===== config.mk =====
export PLATFORM = sky130hd
export DESIGN_NAME = pkt_monitor
export DESIGN_NICKNAME = d
export VERILOG_FILES = /design/src/design/mon_pkg.sv /design/src/design/csr_bank.sv /design/src/design/pkt_monitor.sv /design/src/design/run_control.sv /design/src/design/traffic_counters.sv
export SDC_FILE = /design/constraint.sdc
export NUM_CORES = 1
export LEC_CHECK = 0
export BUFFER_PORTS_ARGS = -buffer_cell sky130_fd_sc_hd__buf_2
export CORE_UTILIZATION = 45
export DETAILED_ROUTE_END_ITERATION = 16
export HOLD_SLACK_MARGIN = 0.06
export SYNTH_ARGS = -nofsm -noshare
export SYNTH_HDL_FRONTEND = slang
export SYNTH_SLANG_ARGS = --single-unit

===== constraint.sdc =====
create_clock -name clk -period 18.25 [get_ports clk]
set_input_delay 0 -clock clk [delete_from_list [all_inputs] [get_ports clk]]
set_output_delay 0 -clock clk [all_outputs]
set_load 0.03 [all_outputs]

===== src/design/mon_pkg.sv =====
package mon_pkg;

   // --------------------
   // bus and field widths
   // --------------------
   localparam int addr_w  = 8;
   localparam int data_w  = 32;

   // per-run counters
   localparam int cnt_w   = 32;
   // sticky totals, bytes and cycles
   localparam int wide_w  = 64;

   // stream side fields
   localparam int err_w   = 6;
   localparam int empty_w = 3;

   // no run ends before a target is written
   localparam logic [cnt_w-1:0] target_reset = '1;

   // --------------------
   // run state
   // --------------------
   typedef enum logic [1:0] {
      mon_idle   = 2'd0,
      mon_active = 2'd1,
      mon_done   = 2'd2
   } mon_state_e;

   // --------------------
   // register map
   // --------------------
   typedef enum logic [addr_w-1:0] {
      reg_target        = 8'h00,
      reg_good          = 8'h01,
      reg_bad           = 8'h02,
      reg_bytes_lo      = 8'h03,
      reg_bytes_hi      = 8'h04,
      reg_cycles_lo     = 8'h05,
      reg_cycles_hi     = 8'h06,
      reg_csr           = 8'h07,
      reg_total_good_lo = 8'h0d,
      reg_total_good_hi = 8'h0e,
      reg_total_bad_lo  = 8'h0f,
      reg_total_bad_hi  = 8'h10
   } reg_addr_e;

endpackage


===== src/design/csr_bank.sv =====
`timescale 1ns/1ps

module csr_bank (
   input  logic                       clk,
   input  logic                       reset,
   input  logic [mon_pkg::addr_w-1:0] address,
   input  logic                       write,
   input  logic                       read,
   input  logic [mon_pkg::data_w-1:0] writedata,
   input  logic                       mon_done,
   input  logic                       rx_valid,
   input  logic                       rx_eop,
   input  logic [mon_pkg::err_w-1:0]  rx_error,
   input  logic [mon_pkg::cnt_w-1:0]  good_cnt,
   input  logic [mon_pkg::cnt_w-1:0]  bad_cnt,
   input  logic [mon_pkg::wide_w-1:0] total_good,
   input  logic [mon_pkg::wide_w-1:0] total_bad,
   input  logic [mon_pkg::wide_w-1:0] byte_cnt,
   input  logic [mon_pkg::wide_w-1:0] cycle_cnt,
   output logic                       waitrequest,
   output logic [mon_pkg::data_w-1:0] readdata,
   output logic                       init_pulse,
   output logic [mon_pkg::cnt_w-1:0]  target
);
   import mon_pkg::*;

   reg_addr_e         reg_sel;
   logic              wr_dly;
   logic              rd_dly;
   logic              wr_edge;
   logic              rd_edge;
   logic              csr_wr;
   logic              csr_rd;
   logic [1:0]        ctrl;
   logic              init_dly;
   logic              bad_flag;
   logic [err_w-1:0]  last_err;
   logic              end_beat;
   logic [data_w-1:0] csr_word;

   assign reg_sel  = reg_addr_e'(address);
   assign csr_wr   = write & (reg_sel == reg_csr);
   assign csr_rd   = read & (reg_sel == reg_csr);
   assign end_beat = rx_valid & rx_eop;

   // --------------------
   // bus stall
   // --------------------
   always_ff @(posedge clk or posedge reset) begin
      if (reset) begin
         wr_dly <= 1'b0;
         rd_dly <= 1'b0;
      end else begin
         wr_dly <= write;
         rd_dly <= read;
      end
   end

   // first cycle of every new access waits
   assign wr_edge     = write & ~wr_dly;
   assign rd_edge     = read & ~rd_dly;
   assign waitrequest = wr_edge | rd_edge;

   // --------------------
   // writable registers
   // --------------------
   always_ff @(posedge clk or posedge reset) begin
      if (reset) begin
         target <= target_reset;
      end else if (write && (reg_sel == reg_target)) begin
         target <= writedata[cnt_w-1:0];
      end
   end

   // init bit clears itself once the write ends
   always_ff @(posedge clk or posedge reset) begin
      if (reset) begin
         ctrl <= '0;
      end else if (csr_wr) begin
         ctrl <= writedata[1:0];
      end else if (ctrl[0]) begin
         ctrl[0] <= 1'b0;
      end
   end

   always_ff @(posedge clk or posedge reset) begin
      if (reset) begin
         init_dly <= 1'b0;
      end else begin
         init_dly <= ctrl[0];
      end
   end

   // one cycle per init write
   assign init_pulse = ctrl[0] & ~init_dly;

   // --------------------
   // status
   // --------------------
   // read of the csr wins over a new bad packet
   always_ff @(posedge clk or posedge reset) begin
      if (reset) begin
         bad_flag <= 1'b0;
         last_err <= '0;
      end else begin
         if (csr_rd)                       bad_flag <= 1'b0;
         else if (end_beat && |rx_error)   bad_flag <= 1'b1;
         if (end_beat) last_err <= rx_error;
      end
   end

   always_comb begin
      csr_word            = '0;
      csr_word[1:0]       = ctrl;
      csr_word[2]         = mon_done;
      csr_word[3]         = bad_flag;
      csr_word[4 +: err_w] = last_err;
   end

   // --------------------
   // read mux
   // --------------------
   always_ff @(posedge clk or posedge reset) begin
      if (reset) begin
         readdata <= '0;
      end else if (read) begin
         case (reg_sel)
            reg_target:        readdata <= target;
            reg_good:          readdata <= good_cnt;
            reg_bad:           readdata <= bad_cnt;
            reg_bytes_lo:      readdata <= byte_cnt[data_w-1:0];
            reg_bytes_hi:      readdata <= byte_cnt[wide_w-1:data_w];
            reg_cycles_lo:     readdata <= cycle_cnt[data_w-1:0];
            reg_cycles_hi:     readdata <= cycle_cnt[wide_w-1:data_w];
            reg_csr:           readdata <= csr_word;
            reg_total_good_lo: readdata <= total_good[data_w-1:0];
            reg_total_good_hi: readdata <= total_good[wide_w-1:data_w];
            reg_total_bad_lo:  readdata <= total_bad[data_w-1:0];
            reg_total_bad_hi:  readdata <= total_bad[wide_w-1:data_w];
            default:           readdata <= '0;
         endcase
      end
   end

endmodule


===== src/design/pkt_monitor.sv =====
`timescale 1ns/1ps

module pkt_monitor #(
   parameter int stream_w = 64
) (
   input  logic                        clk,
   input  logic                        reset,
   // register bus
   input  logic [mon_pkg::addr_w-1:0]  address,
   input  logic                        write,
   input  logic                        read,
   input  logic [mon_pkg::data_w-1:0]  writedata,
   output logic                        waitrequest,
   output logic [mon_pkg::data_w-1:0]  readdata,
   // receive stream
   input  logic [stream_w-1:0]         rx_data,
   input  logic                        rx_valid,
   input  logic                        rx_sop,
   input  logic                        rx_eop,
   input  logic [mon_pkg::empty_w-1:0] rx_empty,
   input  logic [mon_pkg::err_w-1:0]   rx_error,
   output logic                        rx_ready,
   // run control
   input  logic                        start,
   input  logic                        pkt_clear,
   input  logic                        stop_mon,
   output logic                        mon_active,
   output logic                        mon_done,
   output logic                        mon_error
);
   import mon_pkg::*;

   logic              init_pulse;
   logic [cnt_w-1:0]  target;
   logic [cnt_w-1:0]  good_cnt;
   logic [cnt_w-1:0]  bad_cnt;
   logic [wide_w-1:0] total_good;
   logic [wide_w-1:0] total_bad;
   logic [wide_w-1:0] byte_cnt;
   logic [wide_w-1:0] cycle_cnt;

   // payload on rx_data is not inspected, only framing and flags

   run_control u_run (
      .clk        (clk),
      .reset      (reset),
      .init_pulse (init_pulse),
      .stop_mon   (stop_mon),
      .rx_valid   (rx_valid),
      .rx_sop     (rx_sop),
      .target     (target),
      .good_cnt   (good_cnt),
      .bad_cnt    (bad_cnt),
      .mon_active (mon_active),
      .mon_done   (mon_done),
      .mon_error  (mon_error),
      .rx_ready   (rx_ready)
   );

   traffic_counters #(
      .stream_w (stream_w)
   ) u_count (
      .clk        (clk),
      .reset      (reset),
      .init_pulse (init_pulse),
      .start      (start),
      .pkt_clear  (pkt_clear),
      .mon_active (mon_active),
      .rx_valid   (rx_valid),
      .rx_eop     (rx_eop),
      .rx_empty   (rx_empty),
      .rx_error   (rx_error),
      .good_cnt   (good_cnt),
      .bad_cnt    (bad_cnt),
      .total_good (total_good),
      .total_bad  (total_bad),
      .byte_cnt   (byte_cnt),
      .cycle_cnt  (cycle_cnt)
   );

   csr_bank u_csr (
      .clk         (clk),
      .reset       (reset),
      .address     (address),
      .write       (write),
      .read        (read),
      .writedata   (writedata),
      .mon_done    (mon_done),
      .rx_valid    (rx_valid),
      .rx_eop      (rx_eop),
      .rx_error    (rx_error),
      .good_cnt    (good_cnt),
      .bad_cnt     (bad_cnt),
      .total_good  (total_good),
      .total_bad   (total_bad),
      .byte_cnt    (byte_cnt),
      .cycle_cnt   (cycle_cnt),
      .waitrequest (waitrequest),
      .readdata    (readdata),
      .init_pulse  (init_pulse),
      .target      (target)
   );

endmodule


===== src/design/run_control.sv =====
`timescale 1ns/1ps

module run_control (
   input  logic                      clk,
   input  logic                      reset,
   input  logic                      init_pulse,
   input  logic                      stop_mon,
   input  logic                      rx_valid,
   input  logic                      rx_sop,
   input  logic [mon_pkg::cnt_w-1:0] target,
   input  logic [mon_pkg::cnt_w-1:0] good_cnt,
   input  logic [mon_pkg::cnt_w-1:0] bad_cnt,
   output logic                      mon_active,
   output logic                      mon_done,
   output logic                      mon_error,
   output logic                      rx_ready
);
   import mon_pkg::*;

   mon_state_e       state;
   mon_state_e       state_nxt;
   logic [3:0]       stop_sync;
   logic             stop_edge;
   logic [cnt_w-1:0] pkt_total;
   logic             count_hit;
   logic             set_done;
   logic             done_q;

   // --------------------
   // stop request
   // --------------------
   // three sync stages plus one for the edge
   always_ff @(posedge clk or posedge reset) begin
      if (reset) begin
         stop_sync <= '0;
      end else begin
         stop_sync <= {stop_sync[2:0], stop_mon};
      end
   end

   assign stop_edge = stop_sync[2] & ~stop_sync[3];

   // --------------------
   // run completion
   // --------------------
   assign pkt_total = good_cnt + bad_cnt;
   assign count_hit = (pkt_total == target);
   assign set_done  = stop_edge | count_hit;

   always_ff @(posedge clk or posedge reset) begin
      if (reset) begin
         done_q <= 1'b0;
      end else if (init_pulse) begin
         done_q <= 1'b0;
      end else if (set_done) begin
         done_q <= 1'b1;
      end
   end

   assign mon_done = done_q;

   // --------------------
   // run FSM
   // --------------------
   // active and done literals scoped, the ports carry the same names
   always_comb begin
      state_nxt = state;
      case (state)
         mon_idle: begin
            if (rx_valid && rx_sop) state_nxt = mon_pkg::mon_active;
         end
         mon_pkg::mon_active: begin
            // leave together with the done flag rising
            if (set_done || done_q) state_nxt = mon_pkg::mon_done;
         end
         mon_pkg::mon_done: begin
            state_nxt = mon_pkg::mon_done;
         end
         default: state_nxt = mon_idle;
      endcase
      if (init_pulse) state_nxt = mon_idle;
   end

   always_ff @(posedge clk or posedge reset) begin
      if (reset) begin
         state <= mon_idle;
      end else begin
         state <= state_nxt;
      end
   end

   assign mon_active = (state == mon_pkg::mon_active);

   // sticky until reset
   always_ff @(posedge clk or posedge reset) begin
      if (reset) begin
         mon_error <= 1'b0;
      end else if (done_q && (|bad_cnt)) begin
         mon_error <= 1'b1;
      end
   end

   // no back-pressure, ready once out of reset
   always_ff @(posedge clk or posedge reset) begin
      if (reset) begin
         rx_ready <= 1'b0;
      end else begin
         rx_ready <= 1'b1;
      end
   end

endmodule


===== src/design/traffic_counters.sv =====
`timescale 1ns/1ps

module traffic_counters #(
   parameter int stream_w = 64
) (
   input  logic                        clk,
   input  logic                        reset,
   input  logic                        init_pulse,
   input  logic                        start,
   input  logic                        pkt_clear,
   input  logic                        mon_active,
   input  logic                        rx_valid,
   input  logic                        rx_eop,
   input  logic [mon_pkg::empty_w-1:0] rx_empty,
   input  logic [mon_pkg::err_w-1:0]   rx_error,
   output logic [mon_pkg::cnt_w-1:0]   good_cnt,
   output logic [mon_pkg::cnt_w-1:0]   bad_cnt,
   output logic [mon_pkg::wide_w-1:0]  total_good,
   output logic [mon_pkg::wide_w-1:0]  total_bad,
   output logic [mon_pkg::wide_w-1:0]  byte_cnt,
   output logic [mon_pkg::wide_w-1:0]  cycle_cnt
);
   import mon_pkg::*;

   // bytes carried by a full beat
   localparam logic [wide_w-1:0] beat_bytes = wide_w'(stream_w / 8);

   logic              pkt_end;
   logic              pkt_bad;
   logic              run_clear;
   logic              total_clear;
   logic [wide_w-1:0] beat_add;

   // packet ends only count inside a run
   assign pkt_end     = mon_active & rx_valid & rx_eop;
   // any error flag marks the packet bad
   assign pkt_bad     = |rx_error;
   assign run_clear   = init_pulse | start;
   assign total_clear = init_pulse | start | pkt_clear;

   // --------------------
   // packet counters
   // --------------------
   always_ff @(posedge clk or posedge reset) begin
      if (reset) begin
         good_cnt <= '0;
         bad_cnt  <= '0;
      end else if (run_clear) begin
         good_cnt <= '0;
         bad_cnt  <= '0;
      end else if (pkt_end) begin
         if (pkt_bad) bad_cnt <= bad_cnt + 1'b1;
         else         good_cnt <= good_cnt + 1'b1;
      end
   end

   // sticky until start, pkt_clear or init
   always_ff @(posedge clk or posedge reset) begin
      if (reset) begin
         total_good <= '0;
         total_bad  <= '0;
      end else if (total_clear) begin
         total_good <= '0;
         total_bad  <= '0;
      end else if (pkt_end) begin
         if (pkt_bad) total_bad <= total_bad + 1'b1;
         else         total_good <= total_good + 1'b1;
      end
   end

   // --------------------
   // byte counter
   // --------------------
   // end beat drops the empty bytes
   always_comb begin
      beat_add = beat_bytes;
      if (rx_eop) beat_add = beat_bytes - wide_w'(rx_empty);
   end

   always_ff @(posedge clk or posedge reset) begin
      if (reset) begin
         byte_cnt <= '0;
      end else if (init_pulse) begin
         byte_cnt <= '0;
      end else if (mon_active && rx_valid) begin
         byte_cnt <= byte_cnt + beat_add;
      end
   end

   // --------------------
   // active cycles
   // --------------------
   always_ff @(posedge clk or posedge reset) begin
      if (reset) begin
         cycle_cnt <= '0;
      end else if (init_pulse) begin
         cycle_cnt <= '0;
      end else if (mon_active) begin
         cycle_cnt <= cycle_cnt + 1'b1;
      end
   end

endmodule


==> insert_results.sql, run 1 <==
INSERT INTO impl_metrics (metric_group, metric, value, unit) VALUES
('grt', 'grt.total_usage', '0.2961', ''),
('critical_path', 'timing.critical_path.to_type', 'flip-flop', ''),
('cts', 'post_cts.resized_instances', '0', ''),
('finish', 'layout_common_cells', 'sky130_fd_sc_hd__dfrtp_1 (373), sky130_fd_sc_hd__nor2_1 (370), sky130_fd_sc_hd__nand2_1 (206)', ''),
('routing', 'remaining_drc_errors', '0', ''),
('finish', 'area_growth', '13.66', '%'),
('cts', 'path_clk_slew', '0.07', 'ns'),
('cts', 'cts.htree.levels', '2', ''),
('cts', 'cts_made_buffers', '47', ''),
('power', 'power.density_cell_area', '79.41', 'nW/um2'),
('finish', 'area.sequential', '10170', 'um2'),
('grt', 'grt_pass1_vias', '19650', ''),
('logic_synthesis', 'synth_area', '23780', 'um2'),
('grt', 'grt.overflow.total', '0', ''),
('worst_hold_path', 'classification_of_the_worst_slack_hold_path', 'primary input to flip-flop', ''),
('sta', 'finClkSkew', '0.01495', 'ns'),
('routing', 'first_pass_iters', '5', ''),
('critical_path', 'crit_path_cell_chain', 'ha_1, fa_1, a21o_1, a221oi_1, o211ai_1, xnor2_1, or4_1, or4_1, nor3_1, a311oi_1, buf_4, a22oi_1, mux2i_1', ''),
('cts', 'cts_root_buffer', 'sky130_fd_sc_hd__clkbuf_16', ''),
('floorplan', 'floorplan.die_area', '53780', 'um2'),
('logic_synthesis', 'synth_cell_type_count', '83', ''),
('critical_path', 'critPathRequiredTime', '18.77', 'ns'),
('run_status', 'outcome', 'completed', ''),
('logic_synthesis', 'number_of_enable_flip_flop_cells_after_synthesis', '0', ''),
('sta', 'timing_hold_violations_final', '0', ''),
('power', 'totalPowerFinal', '2.147', 'mW'),
('routing', 'drt_first_iter_violations', '1858', ''),
('sta', 'final_max_tran_viols', '0', ''),
('sta', 'period_share', '0.2631', ''),
('logic_synthesis', 'seq_total_area_yosys', '0.4278', ''),
('logic_synthesis', 'synthFlopType', 'sky130_fd_sc_hd__dfrtp_1', ''),
('finish', 'layout-drive-gt1-share', '0.1283', ''),
('floorplan', 'initial_utilization', '0.4599', ''),
('routing', 'vias_per_cell', '6.013', ''),
('critical_path', 'worstSetupPathType', 'flip-flop to flip-flop', ''),
('sta', 'relSlewSlack', '0.1961', ''),
('logic_synthesis', 'post_synth_inst_count', '2612', ''),
('sta', 'worst_slew_pin_slew', '1.206', 'ns'),
('cts', 'tritoncts', 'done', ''),
('cts', 'tritoncts_num_sinks', '405', ''),
('sta', 'timing.fmax', '0.2083', 'GHz'),
('power', 'ir_worst_vdd', '66.15', 'uV'),
('logic_synthesis', 'synth-async-reset-ratio', '1.000', ''),
('floorplan', 'num_rows', '83', ''),
('logic_synthesis', 'mappedNetlistNets', '2782', ''),
('run', 'max_cap_violations', '0', ''),
('routing', 'routed_wl', '79630', 'um'),
('grt', 'number_of_antenna_violations_at_the_first_check_in_global_routing', '1', ''),
('logic_synthesis', 'synth_seq_cells', '405', ''),
('placement', 'finalWeightedCongestion', '0.9273', ''),
('floorplan', 'design.core.area', '51720', 'um2'),
('logic_synthesis', 'post_synth.cell_area_avg', '9.106', 'um2'),
('grt', 'maximum_number_of_pins_on_one_net_before_global_route_repair', '134', ''),
('placement', 'dp_hpwl', '59360', 'um'),
('finish', 'antenna-diode-count', '0', ''),
('critical_path', 'critical_path.max_stage_delay', '0.62', 'ns'),
('critical_path', 'crit_slowest_cell', 'sky130_fd_sc_hd__a221oi_1', ''),
('floorplan', 'floorplan.io_pins', '160', ''),
('critical_path', 'cp.arrival', '5.32', 'ns'),
('finish', 'n_fill_cell', '4879', ''),
('routing', 'antenna_left', '0', ''),
('finish', 'nNetsFinal', '2886', ''),
('floorplan', 'die_w', '231.9', 'um'),
('sta', 'setup_repair_after_global_routing_missed_its_margin', 'false', ''),
('finish', 'multi_input_comb_area', '12950', 'um2'),
('critical_path', 'worstPathMaxFanout', '7', ''),
('sta', 'period_needed', '4.801', 'ns'),
('cts', 'worst_skew_pair.late_latency', '0.61', 'ns'),
('cts', 'ctsLongestPathBuffers', '3', ''),
('sta', 'finalSetupViolations', '0', ''),
('critical_path', 'timing.critical_path.from_type', 'flip-flop', ''),
('sta', 'final.setup.tns', '0', 'ns'),
('critical_path', 'critPathMostFrequentCell', 'sky130_fd_sc_hd__or4_1', ''),
('placement', 'place.port_buffers', '95', ''),
('routing', 'detailroute.via_count', '20632', ''),
('logic_synthesis', 'synth_warnings', '0', ''),
('grt', 'grt_first_pass_wirelength', '121100', 'um'),
('power', 'static-leakage-power', '11.30', 'nW'),
('floorplan', 'die_h', '231.9', 'um'),
('finish', 'final_common_cell', 'sky130_fd_sc_hd__dfrtp_1', ''),
('routing', 'route.detailed.wl_per_inst', '23.21', 'um');
logic make-up (layout without fill, tap and decap cells):
kind of cell	after synthesis	in the layout	share of synthesized area
AO/OA/AOI/OAI	523	523	0.1415
buffers and inverters	180	319	0.02978
other	1	1	0.0001577
flip-flops	405	405	0.4278
adder cells (fa/ha/maj)	47	47	0.02536
multiplexers	117	117	0.05403
AND/OR/NAND/NOR	1050	1050	0.2150
XOR/XNOR	289	289	0.1064
final cells by class:
| type | instances | share of cell area |
|---|---|---|
| multi-input cells | 2027 | 0.4789 |
| flip-flops and latches | 405 | 0.3764 |
| clock buffers | 67 | 0.05036 |
| repair buffers | 177 | 0.04582 |
| well taps | 680 | 0.03147 |
| clock inverters | 17 | 0.008701 |
| inverters | 58 | 0.008331 |
stage by stage:
stage               instance area [um2]  hold slack (ns)  setup slack (ns)  cells  utilization
floorplan                         23780          0.03143             7.037   2612            -
global placement                  24860           0.1117             13.56   3289       0.4806
detailed placement                24860           0.1146             13.54   3289       0.4806
CTS                               27030          0.06258             13.51   3431       0.5227
global route                      27030           0.1231             13.31   3431       0.5227
finish                            27030           0.1130             13.45   3431       0.5227
synthesized netlist by cell type, types with 37 or more instances:
master	instances	area (um2)
sky130_fd_sc_hd__dfrtp_1	373	9334
sky130_fd_sc_hd__nor2_1	370	1389
sky130_fd_sc_hd__nand2_1	206	773.2
sky130_fd_sc_hd__xor2_1	195	1708
sky130_fd_sc_hd__a21oi_1	149	745.7
sky130_fd_sc_hd__nand3_1	112	560.5
sky130_fd_sc_hd__o21ai_0	112	560.5
sky130_fd_sc_hd__clkbuf_1	106	397.9
sky130_fd_sc_hd__xnor2_1	94	823.3
sky130_fd_sc_hd__mux2_2	91	1025
sky130_fd_sc_hd__nand4_1	83	519.3
sky130_fd_sc_hd__a22oi_1	72	540.5
sky130_fd_sc_hd__or3_1	72	450.4
sky130_fd_sc_hd__inv_1	57	214.0
sky130_fd_sc_hd__ha_1	45	563.0
sky130_fd_sc_hd__and3_1	44	275.3
sky130_fd_sc_hd__nor3_1	37	185.2
per-layer routing:
| metal | share of wire | wire, um | vias up | track usage |
|---|---|---|---|---|
| met3 | 0.056 | 4426 | 134 | 0.04064 |
| met5 | 0 | 0 | - | 0 |
| met2 | 0.47 | 37100 | 637 | 0.4761 |
| met1 | 0.44 | 35200 | 10301 | 0.4069 |
| met4 | 0.037 | 2910 | 0 | 0.1055 |
| li1 | - | - | 9560 | - |
report_power, final:
group | leakage [nW] | total, mW | switching, mW | internal (mW)
Combinational | 5.10 | 0.201 | 0.127 | 0.0741
Clock | 0.785 | 0.982 | 0.404 | 0.578
Sequential | 5.42 | 0.964 | 0.0358 | 0.929
worst max-delay path, delay by kind of cell, from the launching register on:
| kind | cells | cell delay, ns |
|---|---|---|
| AO/OA/AOI/OAI | 5 | 1.67 |
| AND/OR/NAND/NOR | 3 | 1.19 |
| adder cells (fa/ha/maj) | 2 | 0.70 |
| flip-flops | 1 | 0.52 |
| multiplexers | 1 | 0.23 |
| XOR/XNOR | 1 | 0.21 |
| buffers and inverters | 1 | 0.20 |
final timing paths:
check / startpoint / end / slack, ns / cells past startpoint
worst min register to register: u_run.stop_sync[1]$_DFF_PP0_ / u_run.stop_sync[2]$_DFF_PP0_ / 0.35 / 0
worst max-delay path: u_count.bad_cnt[0]$_DFFE_PP0P_ / u_run.state[0]$_DFFE_PP0P_ / 13.45 / 13
worst min-delay path: address[2] / u_csr.readdata[9]$_DFFE_PP0P_ / 0.11 / 5
worst max register to register: u_count.bad_cnt[0]$_DFFE_PP0P_ / u_run.state[0]$_DFFE_PP0P_ / 13.45 / 13
max in group asynchronous: reset / u_run.stop_sync[3]$_DFF_PP0_ / 15.84 / 5
min in group asynchronous: reset / u_csr.readdata[24]$_DFFE_PP0P_ / 0.12 / 3
sequential cells by signal, summed over array words and instances (netlist names):
signal              cells
u_run.stop_sync         4
u_csr.bad_flag          1
u_csr.rd_dly            1
u_count.byte_cnt       64
u_count.bad_cnt        32
u_csr.init_dly          1
u_count.total_good     64
u_csr.last_err          6
u_run.mon_error         1
u_csr.target           32
u_count.total_bad      64
u_run.rx_ready          1
u_csr.wr_dly            1
u_count.good_cnt       32
u_csr.ctrl              2
u_count.cycle_cnt      64
u_run.state             2
u_run.mon_done          1
u_csr.readdata         32
what timing repair did:
item | in CTS | in global routing
buffers inserted | 0 | 0
hold endpoints to repair | 177 | 0
hold buffers | 58 | 0
No activity file was read; power rests on OpenSTA's default activity.
==> run 2: changes to the inputs <==
Clock period 18.25 ns to 4.4 ns, I/O delays scaled along.
==> run 2 against run 1 <==
Sequential power rose to 4.1 times the previous value. Total power rose to 4.1 times the previous value. Clock skew grew 0.013 ns. Highest routed layer is now met5. Largest cell class unchanged. Critical path depth increased by 1. Die area did not move. Final area grew 2.4%. Clock-buffer cell count is 7 higher. Critical endpoint unchanged.
==> insert_results.sql, run 2 (synthesis gave the netlist of run 1 again) <==
INSERT INTO impl_metrics (metric_group, metric, value, unit) VALUES
('cts', 'tritoncts_num_sinks', '405', ''),
('grt', 'number_of_antenna_violations_at_the_first_check_in_global_routing', '4', ''),
('cts', 'path_clk_slew', '0.06', 'ns'),
('sta', 'period_share', '0.9518', ''),
('power', 'static-leakage-power', '11.72', 'nW'),
('power', 'power.density_cell_area', '320.2', 'nW/um2'),
('critical_path', 'critical_path.reg2reg.startpoint', 'u_count.good_cnt[0]$_DFFE_PP0P_', ''),
('floorplan', 'num_rows', '83', ''),
('finish', 'area_growth', '16.33', '%'),
('floorplan', 'die_w', '231.9', 'um'),
('sta', 'finClkSkew', '0.02799', 'ns'),
('critical_path', 'reg_to_reg_critical_path_endpoint', 'u_run.state[0]$_DFFE_PP0P_', ''),
('sta', 'finalWorstSetupSlack', '0.2119', 'ns'),
('routing', 'detailroute.via_count', '21216', ''),
('critical_path', 'critical_path.max_stage_delay', '0.43', 'ns'),
('sta', 'relSlewSlack', '0.2269', ''),
('placement', 'pre_cts_ws', '0.1022', 'ns'),
('critical_path', 'timing.critical_path.from_type', 'flip-flop', ''),
('critical_path', 'timing.critical_path.to_type', 'flip-flop', ''),
('sta', 'timing.fmax', '0.2388', 'GHz'),
('critical_path', 'critPathRequiredTime', '4.91', 'ns'),
('floorplan', 'floorplan.io_pins', '160', ''),
('power', 'ir_worst_vdd', '276.5', 'uV'),
('critical_path', 'endpoint_of_the_worst_setup_timing_path', 'u_run.state[0]$_DFFE_PP0P_', ''),
('critical_path', 'worstSetupPathType', 'flip-flop to flip-flop', ''),
('finish', 'antenna-diode-count', '0', ''),
('finish', 'nNetsFinal', '2970', ''),
('cts', 'worst_skew_pair.late_latency', '0.62', 'ns'),
('routing', 'routed_wl', '81180', 'um'),
('floorplan', 'initial_utilization', '0.4599', ''),
('critical_path', 'critPathLaunch', 'u_count.good_cnt[0]$_DFFE_PP0P_', ''),
('sta', 'worst_slew_pin_slew', '1.160', 'ns'),
('sta', 'final.setup.tns', '0', 'ns'),
('routing', 'vias_per_cell', '6.036', ''),
('critical_path', 'crit_slowest_cell', 'sky130_fd_sc_hd__fa_1', ''),
('critical_path', 'cp.arrival', '4.70', 'ns'),
('cts', 'cts.htree.levels', '2', ''),
('sta', 'timing_hold_violations_final', '0', ''),
('run', 'max_cap_violations', '0', ''),
('sta', 'finalSetupViolations', '0', ''),
('cts', 'postCtsSetupBuffers', '0', ''),
('sta', 'setup_repair_after_global_routing_missed_its_margin', 'false', ''),
('grt', 'grt_first_pass_wirelength', '123800', 'um'),
('routing', 'route.detailed.wl_per_inst', '23.10', 'um'),
('cts', 'tritoncts', 'done', ''),
('placement', 'dp_hpwl', '61340', 'um'),
('finish', 'layout-drive-gt1-share', '0.1524', ''),
('routing', 'drt_first_iter_violations', '2305', ''),
('finish', 'final_design_area_no_fill', '27670', 'um2'),
('worst_hold_path', 'classification_of_the_worst_slack_hold_path', 'primary input to asynchronous set/reset pin', ''),
('routing', 'first_pass_iters', '5', ''),
('finish', 'final_common_cell', 'sky130_fd_sc_hd__dfrtp_1', ''),
('routing', 'remaining_drc_errors', '0', ''),
('critical_path', 'ff2ff_path_depth', '14', ''),
('grt', 'maximum_number_of_pins_on_one_net_before_global_route_repair', '137', ''),
('placement', 'finalWeightedCongestion', '0.9787', ''),
('placement', 'place.port_buffers', '95', ''),
('critical_path', 'worstPathMaxFanout', '4', ''),
('run_status', 'outcome', 'completed', ''),
('sta', 'period_needed', '4.188', 'ns'),
('critical_path', 'crit_path_cell_chain', 'ha_1, fa_1, a21o_1, a221oi_1, buf_4, buf_4, o211ai_1, xnor2_1, or4_1, or4_1, nor3_1, a311oi_2, a22oi_2, mux2i_1', ''),
('grt', 'grt_pass1_vias', '20259', ''),
('routing', 'antenna_left', '0', ''),
('floorplan', 'die_h', '231.9', 'um'),
('placement', 'placedInstanceArea', '25510', 'um2'),
('grt', 'grt.overflow.total', '0', ''),
('grt', 'grt.total_usage', '0.3038', ''),
('cts', 'ctsLongestPathBuffers', '3', ''),
('cts', 'cts_root_buffer', 'sky130_fd_sc_hd__clkbuf_16', ''),
('floorplan', 'floorplan.die_area', '53780', 'um2'),
('cts', 'cts_made_buffers', '48', ''),
('critical_path', 'reg2reg_setup_slack', '0.21', 'ns'),
('finish', 'layout_common_cells', 'sky130_fd_sc_hd__dfrtp_1 (373), sky130_fd_sc_hd__nor2_1 (370), sky130_fd_sc_hd__nand2_1 (206)', ''),
('power', 'totalPowerFinal', '8.859', 'mW'),
('sta', 'final_max_tran_viols', '0', ''),
('floorplan', 'design.core.area', '51720', 'um2');
==> run 2: changes by cell type in the layout (fill, tap and decap cells not counted), moves of 2 or more <==
cell	before	now
sky130_fd_sc_hd__buf_12	0	3
sky130_fd_sc_hd__clkbuf_16	47	49
sky130_fd_sc_hd__buf_4	25	105
sky130_fd_sc_hd__inv_6	3	0
sky130_fd_sc_hd__clkbuf_1	9	15
sky130_fd_sc_hd__bufinv_16	4	2
sky130_fd_sc_hd__clkinv_4	0	2
sky130_fd_sc_hd__clkinv_2	7	5
==> run 2: per-layer routing <==
metal | GRT usage | wire (um)
met1 | 0.4235 | 35820
met2 | 0.4710 | 36290
met3 | 0.05796 | 6172
met4 | 0.1042 | 2877
met5 | 0 | 24
==> run 2: metrics by stage <==
step | util | cells | hold slack [ns]
6_report | 0.5350 | 3515 | 0.1001
5_1_grt | 0.5350 | 3515 | 0.1329
4_1_cts | 0.5348 | 3515 | 0.07657
3_5_place_dp | 0.4932 | 3372 | 0.1158
3_3_place_gp | 0.4932 | 3372 | 0.1105
2_1_floorplan | - | 2612 | 0.03143
==> run 2: power by group <==
group | leakage, nW | total, mW | switching, mW | internal [mW]
Sequential | 5.42 | 3.99 | 0.137 | 3.85
Combinational | 5.53 | 0.858 | 0.532 | 0.326
Clock | 0.768 | 4.01 | 1.67 | 2.34
Total | 11.7 | 8.86 | 2.34 | 6.52
==> run 2: timing repair <==
action,in CTS,in global routing
hold buffers,58,0
endpoints found under the setup margin,0,2
hold endpoints to repair,114,0
gates resized for setup,0,2
==> run 2: critical path: cells and delay by family, from the launching register on <==
family | cells | cell delay (ns)
XOR/XNOR | 1 | 0.20
buffers and inverters | 2 | 0.28
multiplexers | 1 | 0.25
AND/OR/NAND/NOR | 3 | 1.07
adder cells (fa/ha/maj) | 2 | 0.66
flip-flops | 1 | 0.39
AO/OA/AOI/OAI | 5 | 1.22
==> run 2: worst min-delay path by stage <==
stage / depth (start not counted) / slack [ns] / end / from
after floorplan: 0 / 0.03 / u_csr.rd_dly$_DFF_PP0_ / read
after global placement: 1 / 0.11 / u_run.stop_sync[0]$_DFF_PP0_ / stop_mon
after detailed placement: 1 / 0.12 / u_run.stop_sync[0]$_DFF_PP0_ / stop_mon
after CTS: 1 / 0.08 / u_csr.rd_dly$_DFF_PP0_ / read
after global routing: 5 / 0.13 / u_csr.readdata[6]$_DFFE_PP0P_ / address[4]
final: 3 / 0.10 / u_count.total_good[22]$_DFFE_PP0P_ / reset
==> run 2: layout make-up <==
cell class | count | area, um2
Clock buffer | 74 | 1420
Clock inverter | 11 | 148.9
Fill cell | 4753 | 24050
Inverter | 58 | 221.5
Multi-Input combinational cell | 2027 | 12950
Sequential cell | 405 | 10170
Tap cell | 680 | 850.8
Timing Repair Buffer | 260 | 1899
